[src/periph_defines.svh]
// widths, address map and register offsets of the peripheral subsystem
`ifndef PERIPH_DEFINES_SVH
`define PERIPH_DEFINES_SVH

// apb bus
`define PERIPH_ADDR_W 32
`define PERIPH_DATA_W 32

`define GPIO_NUM 8  // pins on the gpio unit

// slave select field of paddr
`define SLV_SEL_MSB 15
`define SLV_SEL_LSB 12
`define SLV_GPIO    4'd0
`define SLV_TIMER   4'd1

// gpio register offsets, below the select field
`define GPIO_DIR        12'h000
`define GPIO_OUT        12'h004
`define GPIO_IN         12'h008  // read only, synced pins
`define GPIO_INT_EN     12'h00C
`define GPIO_INT_STATUS 12'h010  // write 1 to clear

// timer register offsets
`define TMR_CTRL  12'h000  // bit 0 enable, bit 1 clear on write
`define TMR_COUNT 12'h004  // read only
`define TMR_CMP   12'h008

`define FC_EVENT_W 32  // fabric controller event vector

`endif

[src/apb_pkg.sv]
// apb request and response struct types
`include "periph_defines.svh"

package apb_pkg;

  // master to slave, one bundle per port
  typedef struct packed {
    logic [`PERIPH_ADDR_W-1:0] paddr;
    logic [`PERIPH_DATA_W-1:0] pwdata;
    logic                      pwrite;
    logic                      psel;
    logic                      penable;
  } apb_req_t;

  // slave to master
  typedef struct packed {
    logic [`PERIPH_DATA_W-1:0] prdata;
    logic                      pready;   // tied high, no wait states
    logic                      pslverr;
  } apb_rsp_t;

endpackage

[src/soc_event_pkg.sv]
// gpio vector and fabric controller event struct types
`include "periph_defines.svh"

package soc_event_pkg;

  typedef logic [`GPIO_NUM-1:0] gpio_vec_t;  // one bit per pin

  // field order fixes the bit position of every event, msb first
  typedef struct packed {
    logic       err;           // 31 bus error
    gpio_vec_t  gpio_evt;      // 30:23
    logic [2:0] reserved_hi;   // 22:20
    logic       ref_fall;      // 19
    logic       ref_rise;      // 18
    logic [9:0] reserved_mid;  // 17:8
    logic       timer_lo;      // 7 timer match
    logic [6:0] sw_reserved;   // 6:0 kept for sw events
  } fc_event_t;

endpackage

[src/sync_wedge.sv]
// two-stage synchronizer with per-bit rise and fall edge pulses
`timescale 1ns/100ps

module sync_wedge #(
  parameter type data_t = logic
) (
  input  logic  clk_i,
  input  logic  rst_n_i,
  input  data_t serial_i,  // async levels
  output data_t serial_o,  // synced levels
  output data_t rise_o,    // one cycle per 0 -> 1
  output data_t fall_o     // one cycle per 1 -> 0
);

  data_t sync1_q;  // first stage, may go metastable
  data_t sync2_q;  // second stage, safe to use
  data_t hist_q;   // stage two one cycle ago

  always_ff @(posedge clk_i or negedge rst_n_i) begin
    if (!rst_n_i) begin
      sync1_q <= '0;
      sync2_q <= '0;
      hist_q  <= '0;
    end else begin
      sync1_q <= serial_i;
      sync2_q <= sync1_q;
      hist_q  <= sync2_q;
    end
  end

  // edges from flops only, so the pulses are clean
  assign serial_o = sync2_q;
  assign rise_o   = sync2_q & ~hist_q;
  assign fall_o   = ~sync2_q & hist_q;

endmodule

[src/periph_bus_decoder.sv]
// apb address decoder to gpio and timer slaves with error response and error event
`timescale 1ns/100ps
`include "periph_defines.svh"

module periph_bus_decoder (
  input  logic              clk_i,
  input  logic              rst_n_i,
  input  apb_pkg::apb_req_t apb_req_i,
  output apb_pkg::apb_rsp_t apb_rsp_o,
  output apb_pkg::apb_req_t gpio_req_o,
  input  apb_pkg::apb_rsp_t gpio_rsp_i,
  output apb_pkg::apb_req_t tmr_req_o,
  input  apb_pkg::apb_rsp_t tmr_rsp_i,
  output logic              err_evt_o
);

  logic [`SLV_SEL_MSB:`SLV_SEL_LSB] slv_sel;  // slave index field
  logic     hit_gpio;
  logic     hit_tmr;
  logic     unmapped;   // nobody lives here
  logic     err_q;

  assign slv_sel  = apb_req_i.paddr[`SLV_SEL_MSB:`SLV_SEL_LSB];
  assign hit_gpio = (slv_sel == `SLV_GPIO);
  assign hit_tmr  = (slv_sel == `SLV_TIMER);
  assign unmapped = ~hit_gpio & ~hit_tmr;

  //////////////////////////////////////////////////////////////////////
  // request fan out
  //////////////////////////////////////////////////////////////////////
  always_comb begin
    gpio_req_o      = apb_req_i;
    gpio_req_o.psel = apb_req_i.psel & hit_gpio;  // only psel is gated
    tmr_req_o       = apb_req_i;
    tmr_req_o.psel  = apb_req_i.psel & hit_tmr;
  end

  // unmapped slot answers at once with slverr
  always_comb begin
    if (hit_gpio)     apb_rsp_o = gpio_rsp_i;
    else if (hit_tmr) apb_rsp_o = tmr_rsp_i;
    else              apb_rsp_o = '{prdata: '0, pready: 1'b1, pslverr: 1'b1};
  end

  // one error event pulse per unmapped access phase
  always_ff @(posedge clk_i or negedge rst_n_i) begin
    if (!rst_n_i) begin
      err_q <= 1'b0;
    end else begin
      err_q <= apb_req_i.psel & apb_req_i.penable & unmapped;
    end
  end

  assign err_evt_o = err_q;

endmodule

[src/apb_gpio.sv]
// apb gpio unit with direction, output, input sync and rising edge interrupt status
`timescale 1ns/100ps
`include "periph_defines.svh"

module apb_gpio (
  input  logic                     clk_i,
  input  logic                     rst_n_i,
  input  apb_pkg::apb_req_t        apb_req_i,
  output apb_pkg::apb_rsp_t        apb_rsp_o,
  input  soc_event_pkg::gpio_vec_t gpio_in_i,
  output soc_event_pkg::gpio_vec_t gpio_out_o,
  output soc_event_pkg::gpio_vec_t gpio_oe_o,
  output soc_event_pkg::gpio_vec_t gpio_evt_o
);

  import apb_pkg::*;
  import soc_event_pkg::*;

  logic [`SLV_SEL_LSB-1:0] reg_off;  // offset inside the slot
  logic      wr_en;
  gpio_vec_t wdata;
  gpio_vec_t dir_q;
  gpio_vec_t out_q;
  gpio_vec_t int_en_q;
  gpio_vec_t status_q;
  gpio_vec_t evt_q;
  gpio_vec_t in_sync;     // synced pin levels
  gpio_vec_t in_rise;     // synced rising edges
  gpio_vec_t rise_hit;    // edges on enabled pins
  gpio_vec_t clr_mask;    // w1c bits of this write
  gpio_vec_t rd_val;
  apb_rsp_t  rsp;

  assign reg_off = apb_req_i.paddr[`SLV_SEL_LSB-1:0];
  assign wr_en   = apb_req_i.psel & apb_req_i.penable & apb_req_i.pwrite;
  assign wdata   = apb_req_i.pwdata[`GPIO_NUM-1:0];

  sync_wedge #(
    .data_t(gpio_vec_t)
  ) u_in_sync (
    .clk_i   (clk_i),
    .rst_n_i (rst_n_i),
    .serial_i(gpio_in_i),
    .serial_o(in_sync),
    .rise_o  (in_rise),
    .fall_o  ()           // falling edges raise nothing here
  );

  assign rise_hit = in_rise & int_en_q;
  assign clr_mask = (wr_en && reg_off == `GPIO_INT_STATUS) ? wdata : '0;

  //////////////////////////////////////////////////////////////////////
  // register file
  //////////////////////////////////////////////////////////////////////
  always_ff @(posedge clk_i or negedge rst_n_i) begin
    if (!rst_n_i) begin
      dir_q    <= '0;
      out_q    <= '0;
      int_en_q <= '0;
      status_q <= '0;
      evt_q    <= '0;
    end else begin
      if (wr_en && reg_off == `GPIO_DIR)    dir_q    <= wdata;
      if (wr_en && reg_off == `GPIO_OUT)    out_q    <= wdata;
      if (wr_en && reg_off == `GPIO_INT_EN) int_en_q <= wdata;
      status_q <= (status_q & ~clr_mask) | rise_hit;  // set beats clear
      evt_q    <= rise_hit;                           // one cycle per edge
    end
  end

  // read mux, unknown offsets read 0
  always_comb begin
    rd_val = '0;
    case (reg_off)
      `GPIO_DIR:        rd_val = dir_q;
      `GPIO_OUT:        rd_val = out_q;
      `GPIO_IN:         rd_val = in_sync;
      `GPIO_INT_EN:     rd_val = int_en_q;
      `GPIO_INT_STATUS: rd_val = status_q;
      default:          rd_val = '0;
    endcase
  end

  assign rsp.prdata  = {{(`PERIPH_DATA_W-`GPIO_NUM){1'b0}}, rd_val};
  assign rsp.pready  = 1'b1;
  assign rsp.pslverr = 1'b0;
  assign apb_rsp_o   = rsp;

  assign gpio_out_o = out_q;
  assign gpio_oe_o  = dir_q;
  assign gpio_evt_o = evt_q;

endmodule

[src/apb_timer.sv]
// apb timer counting reference ticks with compare, clear, stop and match event
`timescale 1ns/100ps
`include "periph_defines.svh"

module apb_timer (
  input  logic              clk_i,
  input  logic              rst_n_i,
  input  apb_pkg::apb_req_t apb_req_i,
  output apb_pkg::apb_rsp_t apb_rsp_o,
  input  logic              tick_i,       // ref clock rise, one cycle
  input  logic              stoptimer_i,  // freeze, e.g. while halted
  output logic              evt_o
);

  import apb_pkg::*;

  logic [`SLV_SEL_LSB-1:0]   reg_off;
  logic                      wr_en;
  logic                      clr;       // ctrl write with bit 1 set
  logic                      tick_ok;   // tick that really counts
  logic                      en_q;
  logic [`PERIPH_DATA_W-1:0] count_q;
  logic [`PERIPH_DATA_W-1:0] cmp_q;
  logic                      evt_q;
  apb_rsp_t                  rsp;

  assign reg_off = apb_req_i.paddr[`SLV_SEL_LSB-1:0];
  assign wr_en   = apb_req_i.psel & apb_req_i.penable & apb_req_i.pwrite;
  assign clr     = wr_en && (reg_off == `TMR_CTRL) && apb_req_i.pwdata[1];
  assign tick_ok = tick_i & en_q & ~stoptimer_i;

  //////////////////////////////////////////////////////////////////////
  // counter and compare
  //////////////////////////////////////////////////////////////////////
  always_ff @(posedge clk_i or negedge rst_n_i) begin
    if (!rst_n_i) begin
      en_q    <= 1'b0;
      count_q <= '0;
      cmp_q   <= '0;
      evt_q   <= 1'b0;
    end else begin
      evt_q <= 1'b0;
      if (wr_en && reg_off == `TMR_CTRL) en_q  <= apb_req_i.pwdata[0];
      if (wr_en && reg_off == `TMR_CMP)  cmp_q <= apb_req_i.pwdata;
      if (clr) begin
        count_q <= '0;              // sw clear wins over a tick
      end else if (tick_ok) begin
        if (count_q == cmp_q) begin
          count_q <= '0;            // wrap, period is cmp+1 ticks
          evt_q   <= 1'b1;
        end else begin
          count_q <= count_q + 1'b1;
        end
      end
    end
  end

  // read back, clear bit always reads 0
  always_comb begin
    rsp.prdata = '0;
    case (reg_off)
      `TMR_CTRL:  rsp.prdata = {{(`PERIPH_DATA_W-1){1'b0}}, en_q};
      `TMR_COUNT: rsp.prdata = count_q;
      `TMR_CMP:   rsp.prdata = cmp_q;
      default:    rsp.prdata = '0;
    endcase
    rsp.pready  = 1'b1;
    rsp.pslverr = 1'b0;
  end

  assign apb_rsp_o = rsp;
  assign evt_o     = evt_q;

endmodule

[src/soc_periph_top.sv]
// peripheral subsystem top with decoder, gpio, timer, ref clock sync and event vector
`timescale 1ns/100ps

module soc_periph_top (
  input  logic                     clk_i,
  input  logic                     rst_n_i,
  input  apb_pkg::apb_req_t        apb_req_i,
  output apb_pkg::apb_rsp_t        apb_rsp_o,
  input  logic                     ref_clk_i,    // slow, async to clk_i
  input  logic                     stoptimer_i,
  input  soc_event_pkg::gpio_vec_t gpio_in_i,
  output soc_event_pkg::gpio_vec_t gpio_out_o,
  output soc_event_pkg::gpio_vec_t gpio_oe_o,
  output soc_event_pkg::fc_event_t fc_events_o
);

  import apb_pkg::*;
  import soc_event_pkg::*;

  apb_req_t  gpio_req;
  apb_rsp_t  gpio_rsp;
  apb_req_t  tmr_req;
  apb_rsp_t  tmr_rsp;
  logic      err_evt;
  gpio_vec_t gpio_evt;
  logic      timer_evt;
  logic      ref_rise;
  logic      ref_fall;
  fc_event_t events;

  //////////////////////////////////////////////////////////////////////
  // bus decode
  //////////////////////////////////////////////////////////////////////
  periph_bus_decoder u_decoder (
    .clk_i     (clk_i),
    .rst_n_i   (rst_n_i),
    .apb_req_i (apb_req_i),
    .apb_rsp_o (apb_rsp_o),
    .gpio_req_o(gpio_req),
    .gpio_rsp_i(gpio_rsp),
    .tmr_req_o (tmr_req),
    .tmr_rsp_i (tmr_rsp),
    .err_evt_o (err_evt)
  );

  //////////////////////////////////////////////////////////////////////
  // slaves
  //////////////////////////////////////////////////////////////////////
  apb_gpio u_gpio (
    .clk_i     (clk_i),
    .rst_n_i   (rst_n_i),
    .apb_req_i (gpio_req),
    .apb_rsp_o (gpio_rsp),
    .gpio_in_i (gpio_in_i),
    .gpio_out_o(gpio_out_o),
    .gpio_oe_o (gpio_oe_o),
    .gpio_evt_o(gpio_evt)
  );

  // ref clock edges into clk_i domain
  sync_wedge #(
    .data_t(logic)
  ) u_ref_sync (
    .clk_i   (clk_i),
    .rst_n_i (rst_n_i),
    .serial_i(ref_clk_i),
    .serial_o(),          // level not needed, edges only
    .rise_o  (ref_rise),
    .fall_o  (ref_fall)
  );

  apb_timer u_timer (
    .clk_i      (clk_i),
    .rst_n_i    (rst_n_i),
    .apb_req_i  (tmr_req),
    .apb_rsp_o  (tmr_rsp),
    .tick_i     (ref_rise),   // one count per ref rise
    .stoptimer_i(stoptimer_i),
    .evt_o      (timer_evt)
  );

  //////////////////////////////////////////////////////////////////////
  // fc event routing
  //////////////////////////////////////////////////////////////////////
  always_comb begin
    events              = '0;  // reserved fields stay 0
    events.err          = err_evt;
    events.gpio_evt     = gpio_evt;
    events.ref_fall     = ref_fall;
    events.ref_rise     = ref_rise;
    events.timer_lo     = timer_evt;
  end

  assign fc_events_o = events;

endmodule

[config.mk]
export PLATFORM = sky130hd
export DESIGN_NAME = soc_periph_top
export DESIGN_NICKNAME = d
export VERILOG_FILES = /design/src/apb_pkg.sv /design/src/soc_event_pkg.sv /design/src/sync_wedge.sv /design/src/periph_bus_decoder.sv /design/src/apb_gpio.sv /design/src/apb_timer.sv /design/src/soc_periph_top.sv
export VERILOG_INCLUDE_DIRS = /design/src /design/src/src
export SDC_FILE = /design/constraint.sdc
export NUM_CORES = 1
export LEC_CHECK = 0
export ABC_AREA = 0
export BUFFER_PORTS_ARGS = -buffer_cell sky130_fd_sc_hd__buf_2
export CAP_MARGIN = 30
export CORE_UTILIZATION = 25
export CTS_CLUSTER_SIZE = 14
export DETAILED_ROUTE_END_ITERATION = 7
export GPL_TIMING_DRIVEN = 0
export HOLD_SLACK_MARGIN = 0.06
export PLACE_DENSITY = 0.45
export SETUP_SLACK_MARGIN = 0.3
export SLEW_MARGIN = 20
export SYNTH_ARGS = -nofsm -noshare
export SYNTH_HDL_FRONTEND = slang
export SYNTH_HIERARCHICAL = 1
export SYNTH_SLANG_ARGS = --single-unit
[constraint.sdc]
create_clock -name clk_i -period 4.65 [get_ports clk_i]
set_input_delay 0.465 -clock clk_i [delete_from_list [all_inputs] [get_ports clk_i]]
set_output_delay 0.465 -clock clk_i [all_outputs]
set_load 0.02 [all_outputs]
# --- Word-level counts from Yosys, hierarchy flattened ---
# Index checks and enable logic that the tools add are counted.
totals:
  reg_bits: 134
  inputBits: 79
  out_inout_bits: 82
op_classes:
  n_addsub: 1
  eq_ne: 6
  n_mux: 11
  bitwise: 24
  n_reduce_logical: 10
op_table:
  columns: ["op", "count"]
  rows:
  - ["$mux 32", 3]
  - ["$pmux 32 s3", 1]
  - ["$mux 34", 2]
  - ["$pmux 8 s5", 1]
  - ["$add 32x1->32 const B", 1]
  - ["$eq 32x32->1", 1]
  - ["$and 8x8->8", 3]
  - ["$eq 12x4->1 const B", 2]
  - ["$not 8->8", 2]
  - ["$and 1x1->1", 13]
  - ["$eq 12x3->1 const B", 1]
  - ["$eq 12x5->1 const B", 1]
  - ["$logic_not 12->1", 1]
  - ["$mux 8", 1]
  - ["$or 8x8->8", 1]
  - ["$logic_and 1x1->1", 7]
  - ["$not 1->1", 5]
  - ["$eq 4x1->1 const B", 1]
  - ["$logic_not 4->1", 1]
  - ["$mux 1", 3]
  - ["$reduce_bool 2->1", 1]

# --- Logic depth before layout (Yosys ltp) ---
# Gate-level depths: netlist of the first run.
logic_depth:
  ltp_word: 9
  ltp_mapped: 9

# --- By module ---
# The synthesis of the first run kept the hierarchy.
by_module_without_submodules:
  columns: ["mod", "n_inst", "cells_each", "area_each_um2"]
  rows:
  - ["apb_timer", 1, 362, 3744.8]
  - ["apb_gpio", 1, 187, 2152.1]
  - ["periph_bus_decoder", 1, 214, 1592.8]
  - ["sync_wedge at u_gpio.u_in_sync", 1, 40, 740.7]
  - ["soc_periph_top", 1, 25, 183.9]
  - ["sync_wedge at u_ref_sync", 1, 5, 90.1]

# --- Least setup slack after synthesis of the first run ---
# OpenSTA, ideal clock, no wires.
synth_timing:
  path_kind: "in2out"
  start: "input port apb_req_i[44] in the netlist's numbering"
  end: "output port apb_rsp_o[3] in the netlist's numbering"
  arrival_time_ps: 2497
  required_ps: 4185
  path_slack_ps: 1688
  cell_stages: 7
  path_buffers: 2
  path_cell_list: "buf_4 -> or4_1 -> buf_1 -> nor4b_2 -> a221o_1 -> mux2i_1 -> nor2_1"
synth_rtl:
  columns: ["element", "line_no", "text"]
  rows:
  - ["start, declared", "soc_periph_top.sv:7", "input apb_pkg::apb_req_t apb_req_i,"]
  - ["end, declared", "soc_periph_top.sv:8", "output apb_pkg::apb_rsp_t apb_rsp_o,"]

==> impl_results.md, run 1 <==
- Final GP Congestion: 0.776
- Starting density of the core: 25.7%
- Vias in the first global route: 5660
- Detail-routed via count per cell: 4.22
- Clock latency at the later pin of the worst-skew pair: 420 ps
- Post-route clock period utilization: 80.6%
- Placed cells: 1281
- Port buffer count: 79
- Max VDD drop: 0.169 mV
- Critical Path AT: 3280 ps
- Hold slack: 144 ps
- Worst-Margin Slew: 933 ps
- Setup repair after global routing missed its margin: no
- Most frequent cells in the layout: 134 x dfrtp_1, 127 x buf_4, 88 x buf_2
- Clock period minus worst slack: 3750 ps
- Initial antenna violation count: 0
- Worst Hold Class: in2reg
- Die ar.: 32500 um^2
- Total track usage: 13.9%
- Outcome: finished, final reports clean
- Dpl hpwl: 16300 um
- FF+latch area: 3350 um^2
- Max-cap viol count: 0
- Worst Path Required: 4180 ps
- Kind of end point of the critical path: output pin
- Crit-path slowest cell: nor4b_2
- First-pass iteration count of the detailed router: 4
- Final Routed Wirelength: 21900 um
- Final nets: 985
- Final Hold Fails: 0
- Crit path kind: in2out
- CTS Hold Buffers Added: 1
- Cell area after synthesis: 7950 um^2
- Die Height: 180 um
- Die X: 180 um
- Yosys Warn Count: 6
- CTS tree: done
- Worst-path fanout max: 10
- Clock skew: 12.1 ps
- Wire length of the first global-routing pass: 33900 um
- CP max stage delay: 890 ps
- Critical path, cell by cell: buf_4 -> or4_1 -> buf_1 -> nor4b_2 -> a221o_1 -> mux2i_1 -> nor2_1 -> buf_2
- DR DRC count: 0
- Post-route insts no fill: 1314
- Most common cell after layout, fill and taps aside: dfrtp_1
- Avg Cell Area, Syn: 10.5 um^2
- Slew HR: 37.7%
- PnR worst setup slack: 901 ps
- CP Launch Type: input pin
- Vias: 5539
- Post-CTS Setup Bufs: 0
- Post-route cell area: 9670 um^2
- Clock Sink Count: 134
- WL/cell: 16.6 um
- FMAX: 267 MHz
- Row Count: 64
- Placed inst area: 9060 um^2
- Inserted Diodes: 0
- I/O pin count: 161
- Pwr dens: 291 nW/um^2
- Multi-input logic area: 3540 um^2
- ANT nets after route: 0
- Slew Viols, Final: 0
- Post-Place Worst Slack: 933 ps
- Setup TNS: 0 ps
- Root buffer cell: clkbuf_16
- CTS Buf Count: 17
- Core area: 30900 um^2
- Syn-to-layout area delta: 21.6%
- Clock transition at path regs: 70 ps
- Endpoints failing setup: 0
- Post-CTS sizing: 0
- Gr ovfl total: 0
- Share of cells above drive strength 1: 36.7%
- Syn Inst Count: 761
- Leak: 4.71 nW
- Largest net degree at the start of global routing: 88
- DRT iter0 DRCs: 315
- Clock buffer depth: 2
- FILL cells: 3231
- Htree depth: 4
==> worst max-delay path: cells and delay by family <==
kind / cells / cell delay (ps)
multiplexers: 1 / 80
AO/OA/AOI/OAI: 1 / 280
AND/OR/NAND/NOR: 3 / 1780
buffers and inverters: 3 / 680
==> sequential cells by signal (all words and copies together), names as in the netlist, 8 cells and up <==
name,flops
u_timer/count_q,32
u_gpio/u_in_sync/sync1_q,8
u_timer/cmp_q,32
u_gpio/u_in_sync/serial_o,8
u_gpio/gpio_evt_o,8
u_gpio/status_q,8
u_gpio/gpio_oe_o,8
u_gpio/gpio_out_o,8
u_gpio/int_en_q,8
u_gpio/u_in_sync/hist_q,8
==> per-layer routing <==
metal	part of all wire [%]	routed length (um)	vias up	GRT usage, %
li1	-	-	2756	-
met1	48	10400	2628	18.9
met2	44	9650	141	21.0
met3	6.9	1510	14	4.26
met4	1.2	255	0	4.21
met5	0	0	-	0
==> stage by stage <==
| step | util [%] | power, W |
|---|---|---|
| after floorplan | - | 0.00138 |
| after global placement | 29.1 | 0.00144 |
| after detailed placement | 29.3 | 0.00145 |
| after CTS | 31.3 | 0.00286 |
| after global routing | 31.3 | 0.00294 |
| final | 31.3 | 0.00282 |
==> where the power goes <==
group | switching [W] | total (W) | leakage [nW] | internal (W)
Combinational | 0.000116 | 0.000230 | 2.66 | 0.000114
Sequential | 0.0000106 | 0.00119 | 1.75 | 0.00118
Clock | 0.000572 | 0.00139 | 0.295 | 0.000821
==> worst paths after layout <==
path                                        startpoint                            to  slack, ps  cells past startpoint
setup / recovery                         apb_req_i[44]                  apb_rsp_o[4]        900                      8
hold / removal                               ref_clk_i            u_ref_sync/sync1_q        140                      1
min in group asynchronous                      rst_n_i   u_gpio/u_in_sync/sync1_q[5]        540                      2
setup reg to reg                   u_timer/count_q[26]            u_timer/count_q[4]       1970                      9
hold reg to reg            u_gpio/u_in_sync/sync1_q[2]  u_gpio/u_in_sync/serial_o[2]        350                      0
max in group asynchronous                      rst_n_i             u_timer/cmp_q[26]       3300                      3
==> cell type report <==
class	instances	area share, %
sequential	134	34.7
timing repair buffer	82	4.63
clock buffer	18	4.54
buffer	159	12.0
multi-input combinational	493	36.6
tap	396	5.12
inverter	18	0.699
clock inverter	14	1.68
Note: power is estimated with default switching activity, not from simulation.
==> run 2: changes to the inputs <==
ABC_AREA = 1   (was 0)
PLACE_DENSITY = 0.46   (was 0.45)
clock period = 3.4 ns   (was 4.65 ns; I/O delays follow)
==> run 2 against run 1 <==
Against the previous run: clock skew is essentially flat; utilization down 0.26 points; cell count rose by 38%; largest power group unchanged; highest routed layer is now met5.
==> impl_results.md, run 2 <==
- Outcome: finished, final reports clean
- First-pass iteration count of the detailed router: 8
- Wire length of the first global-routing pass: 43800 um
- Post-CTS Setup Bufs: 0
- Delay-heaviest family, CP: buffers and inverters
- Final Routed Wirelength: 27900 um
- ANT nets after route: 0
- Setup TNS: 0 ps
- Switch Pwr: 0.00102 W
- Avg Cell Area, Syn: 7.45 um^2
- FF+latch area: 3350 um^2
- I/O pin count: 161
- Total stage count of the critical path: 11
- Final nets: 1428
- CTS Buf Count: 17
- Post-Place Worst Slack: 178 ps
- CP Launch Type: input pin
- WL/cell: 15.4 um
- Crit path buffers/inverters: 5
- Final Hold Fails: 0
- DR DRC count: 0
- Slew Viols, Final: 0
- FMAX: 349 MHz
- Leak: 5.71 nW
- CTS tree: done
- Clock period minus worst slack: 2860 ps
- Total track usage: 15.9%
- Combinational power share: 8.6%
- Setup repair after global routing missed its margin: no
- Syn Inst Count: 1197
- Dpl hpwl: 22000 um
- Yosys Warn Count: 6
- Syn-to-layout area delta: 21.0%
- R2R setup slack: 1160 ps
- Share of cells above drive strength 1: 24.0%
- Core Util, Final: 31.0%
- DRT iter0 DRCs: 418
- Vias in the first global route: 7769
- Internal power: 0.00290 W
- Worst r2r path cells: 9
- Worst Hold Class: in2reg
- Post-route clock period utilization: 84.2%
- Kind of end point of the critical path: output pin
- Worst Path Required: 3060 ps
- Gr ovfl total: 0
- Crit-path slowest cell: clkbuf_1
- Critical path, cell by cell: buf_4 -> inv_1 -> nand2_1 -> nor3_2 -> nand2_1 -> clkbuf_1 -> clkbuf_1 -> o21ai_0 -> nand3_1 -> nand2_1 -> buf_2
- Die ar.: 36500 um^2
- PnR worst setup slack: 538 ps
- Clock skew: 11.6 ps
- Clock buffer depth: 2
- Cell area after synthesis: 8920 um^2
- Slew HR: 52.3%
- Clock transition at path regs: 70 ps
- Die Height: 191 um
- Max VDD drop: 0.347 mV
- Critical Path AT: 2520 ps
- Worst r2r src: u_timer/count_q[0]
- Root buffer cell: clkbuf_16
- Initial antenna violation count: 1
- Worst setup endpoint: apb_rsp_o[31]
- Switch share: 26.1%
- Vias: 7735
- Largest registers: u_timer/cmp_q: 32 flops, u_timer/count_q: 32 flops
- Sequential Power Share: 41.9%
- Crit path kind: in2out
- CP max stage delay: 390 ps
- Final GP Congestion: 0.867
- Inserted Diodes: 0
- CP dominant cell by count: nand2_1
- Die X: 191 um
- Capturing point of the worst reg2reg path: u_timer/count_q[26]
- Largest net degree at the start of global routing: 90
- Worst-Margin Slew: 716 ps
- Core area: 34800 um^2
- Port buffer count: 78
- Post-route cell area: 10800 um^2
- Clock share of power: 49.5%
- Htree depth: 4
- Pwr dens: 363 nW/um^2
- Most frequent cells in the layout: 349 x nand2_1, 139 x nand3_1, 134 x dfrtp_1
- Clock latency at the later pin of the worst-skew pair: 440 ps
- Clock Sink Count: 134
- CP Launch Point: apb_req_i[35]
- Starting density of the core: 25.6%
- Detail-routed via count per cell: 4.26
- Worst-path fanout max: 10
- Placed inst area: 10100 um^2
- FILL cells: 3824
- Multi-input logic area: 4100 um^2
- Endpoints failing setup: 0
- Row Count: 68
- Max-cap viol count: 0
- Most common cell after layout, fill and taps aside: nand2_1
-- run 2: cell type report --
type | count | area share [%]
flip-flops and latches | 134 | 31.1
repair buffers | 89 | 4.89
inverters | 113 | 4.02
multi-input cells | 831 | 38.0
clock buffers | 19 | 4.10
clock inverters | 13 | 1.48
plain buffers | 162 | 11.2
well taps | 455 | 5.27
-- run 2: worst min-delay path, cell delays in order --
cell and delay (ps):
buf_4 90, nand2_1 50, nand2_1 50
-- run 2: timing repair --
item / in CTS / in global routing
hold buffers: 10 / 0
gates resized for setup: 1 / 1
endpoints found under the setup margin: 3 / 1
endpoints found under the hold margin: 54 / 0
-- run 2: power by group through the flow --
stage               Combinational, W  Sequential, W  Clock [W]
detailed placement          0.000332        0.00167          0
finish                      0.000337        0.00164    0.00194
global placement            0.000325        0.00167          0
floorplan                   0.000234        0.00166          0
global route                0.000377        0.00164    0.00205
CTS                         0.000342        0.00164    0.00200
-- run 2: how the worst min path moves through the flow --
stage	slack [ps]	endpoint	start	cells after the start
final	130	u_gpio/gpio_out_o[1]	apb_req_i[4]	3
after floorplan	40	u_decoder/err_evt_o	rst_n_i	0
after detailed placement	280	u_timer/cmp_q[29]	rst_n_i	1
after global routing	120	u_decoder/err_evt_o	apb_req_i[1]	3
after CTS	110	u_gpio/gpio_out_o[1]	apb_req_i[4]	3
after global placement	330	u_gpio/u_in_sync/serial_o[5]	u_gpio/u_in_sync/sync1_q[5]	0
-- run 2: metal layers --
layer | share of wire, % | up-vias | track usage (%)
met5 | 0.047 | - | 0
met4 | 0.92 | 2 | 3.51
met3 | 5.0 | 16 | 3.54
met2 | 49 | 166 | 27.5
met1 | 45 | 3614 | 20.1
li1 | - | 3937 | -
-- run 2: stage by stage --
step / hold slack, ps / total power, W / std cells
4_1_cts: 110 / 0.00398 / 1816
3_5_place_dp: 279 / 0.00200 / 1774
5_1_grt: 121 / 0.00407 / 1816
3_3_place_gp: 332 / 0.00199 / 1773
2_1_floorplan: 44.4 / 0.00190 / 1240
6_report: 129 / 0.00392 / 1816
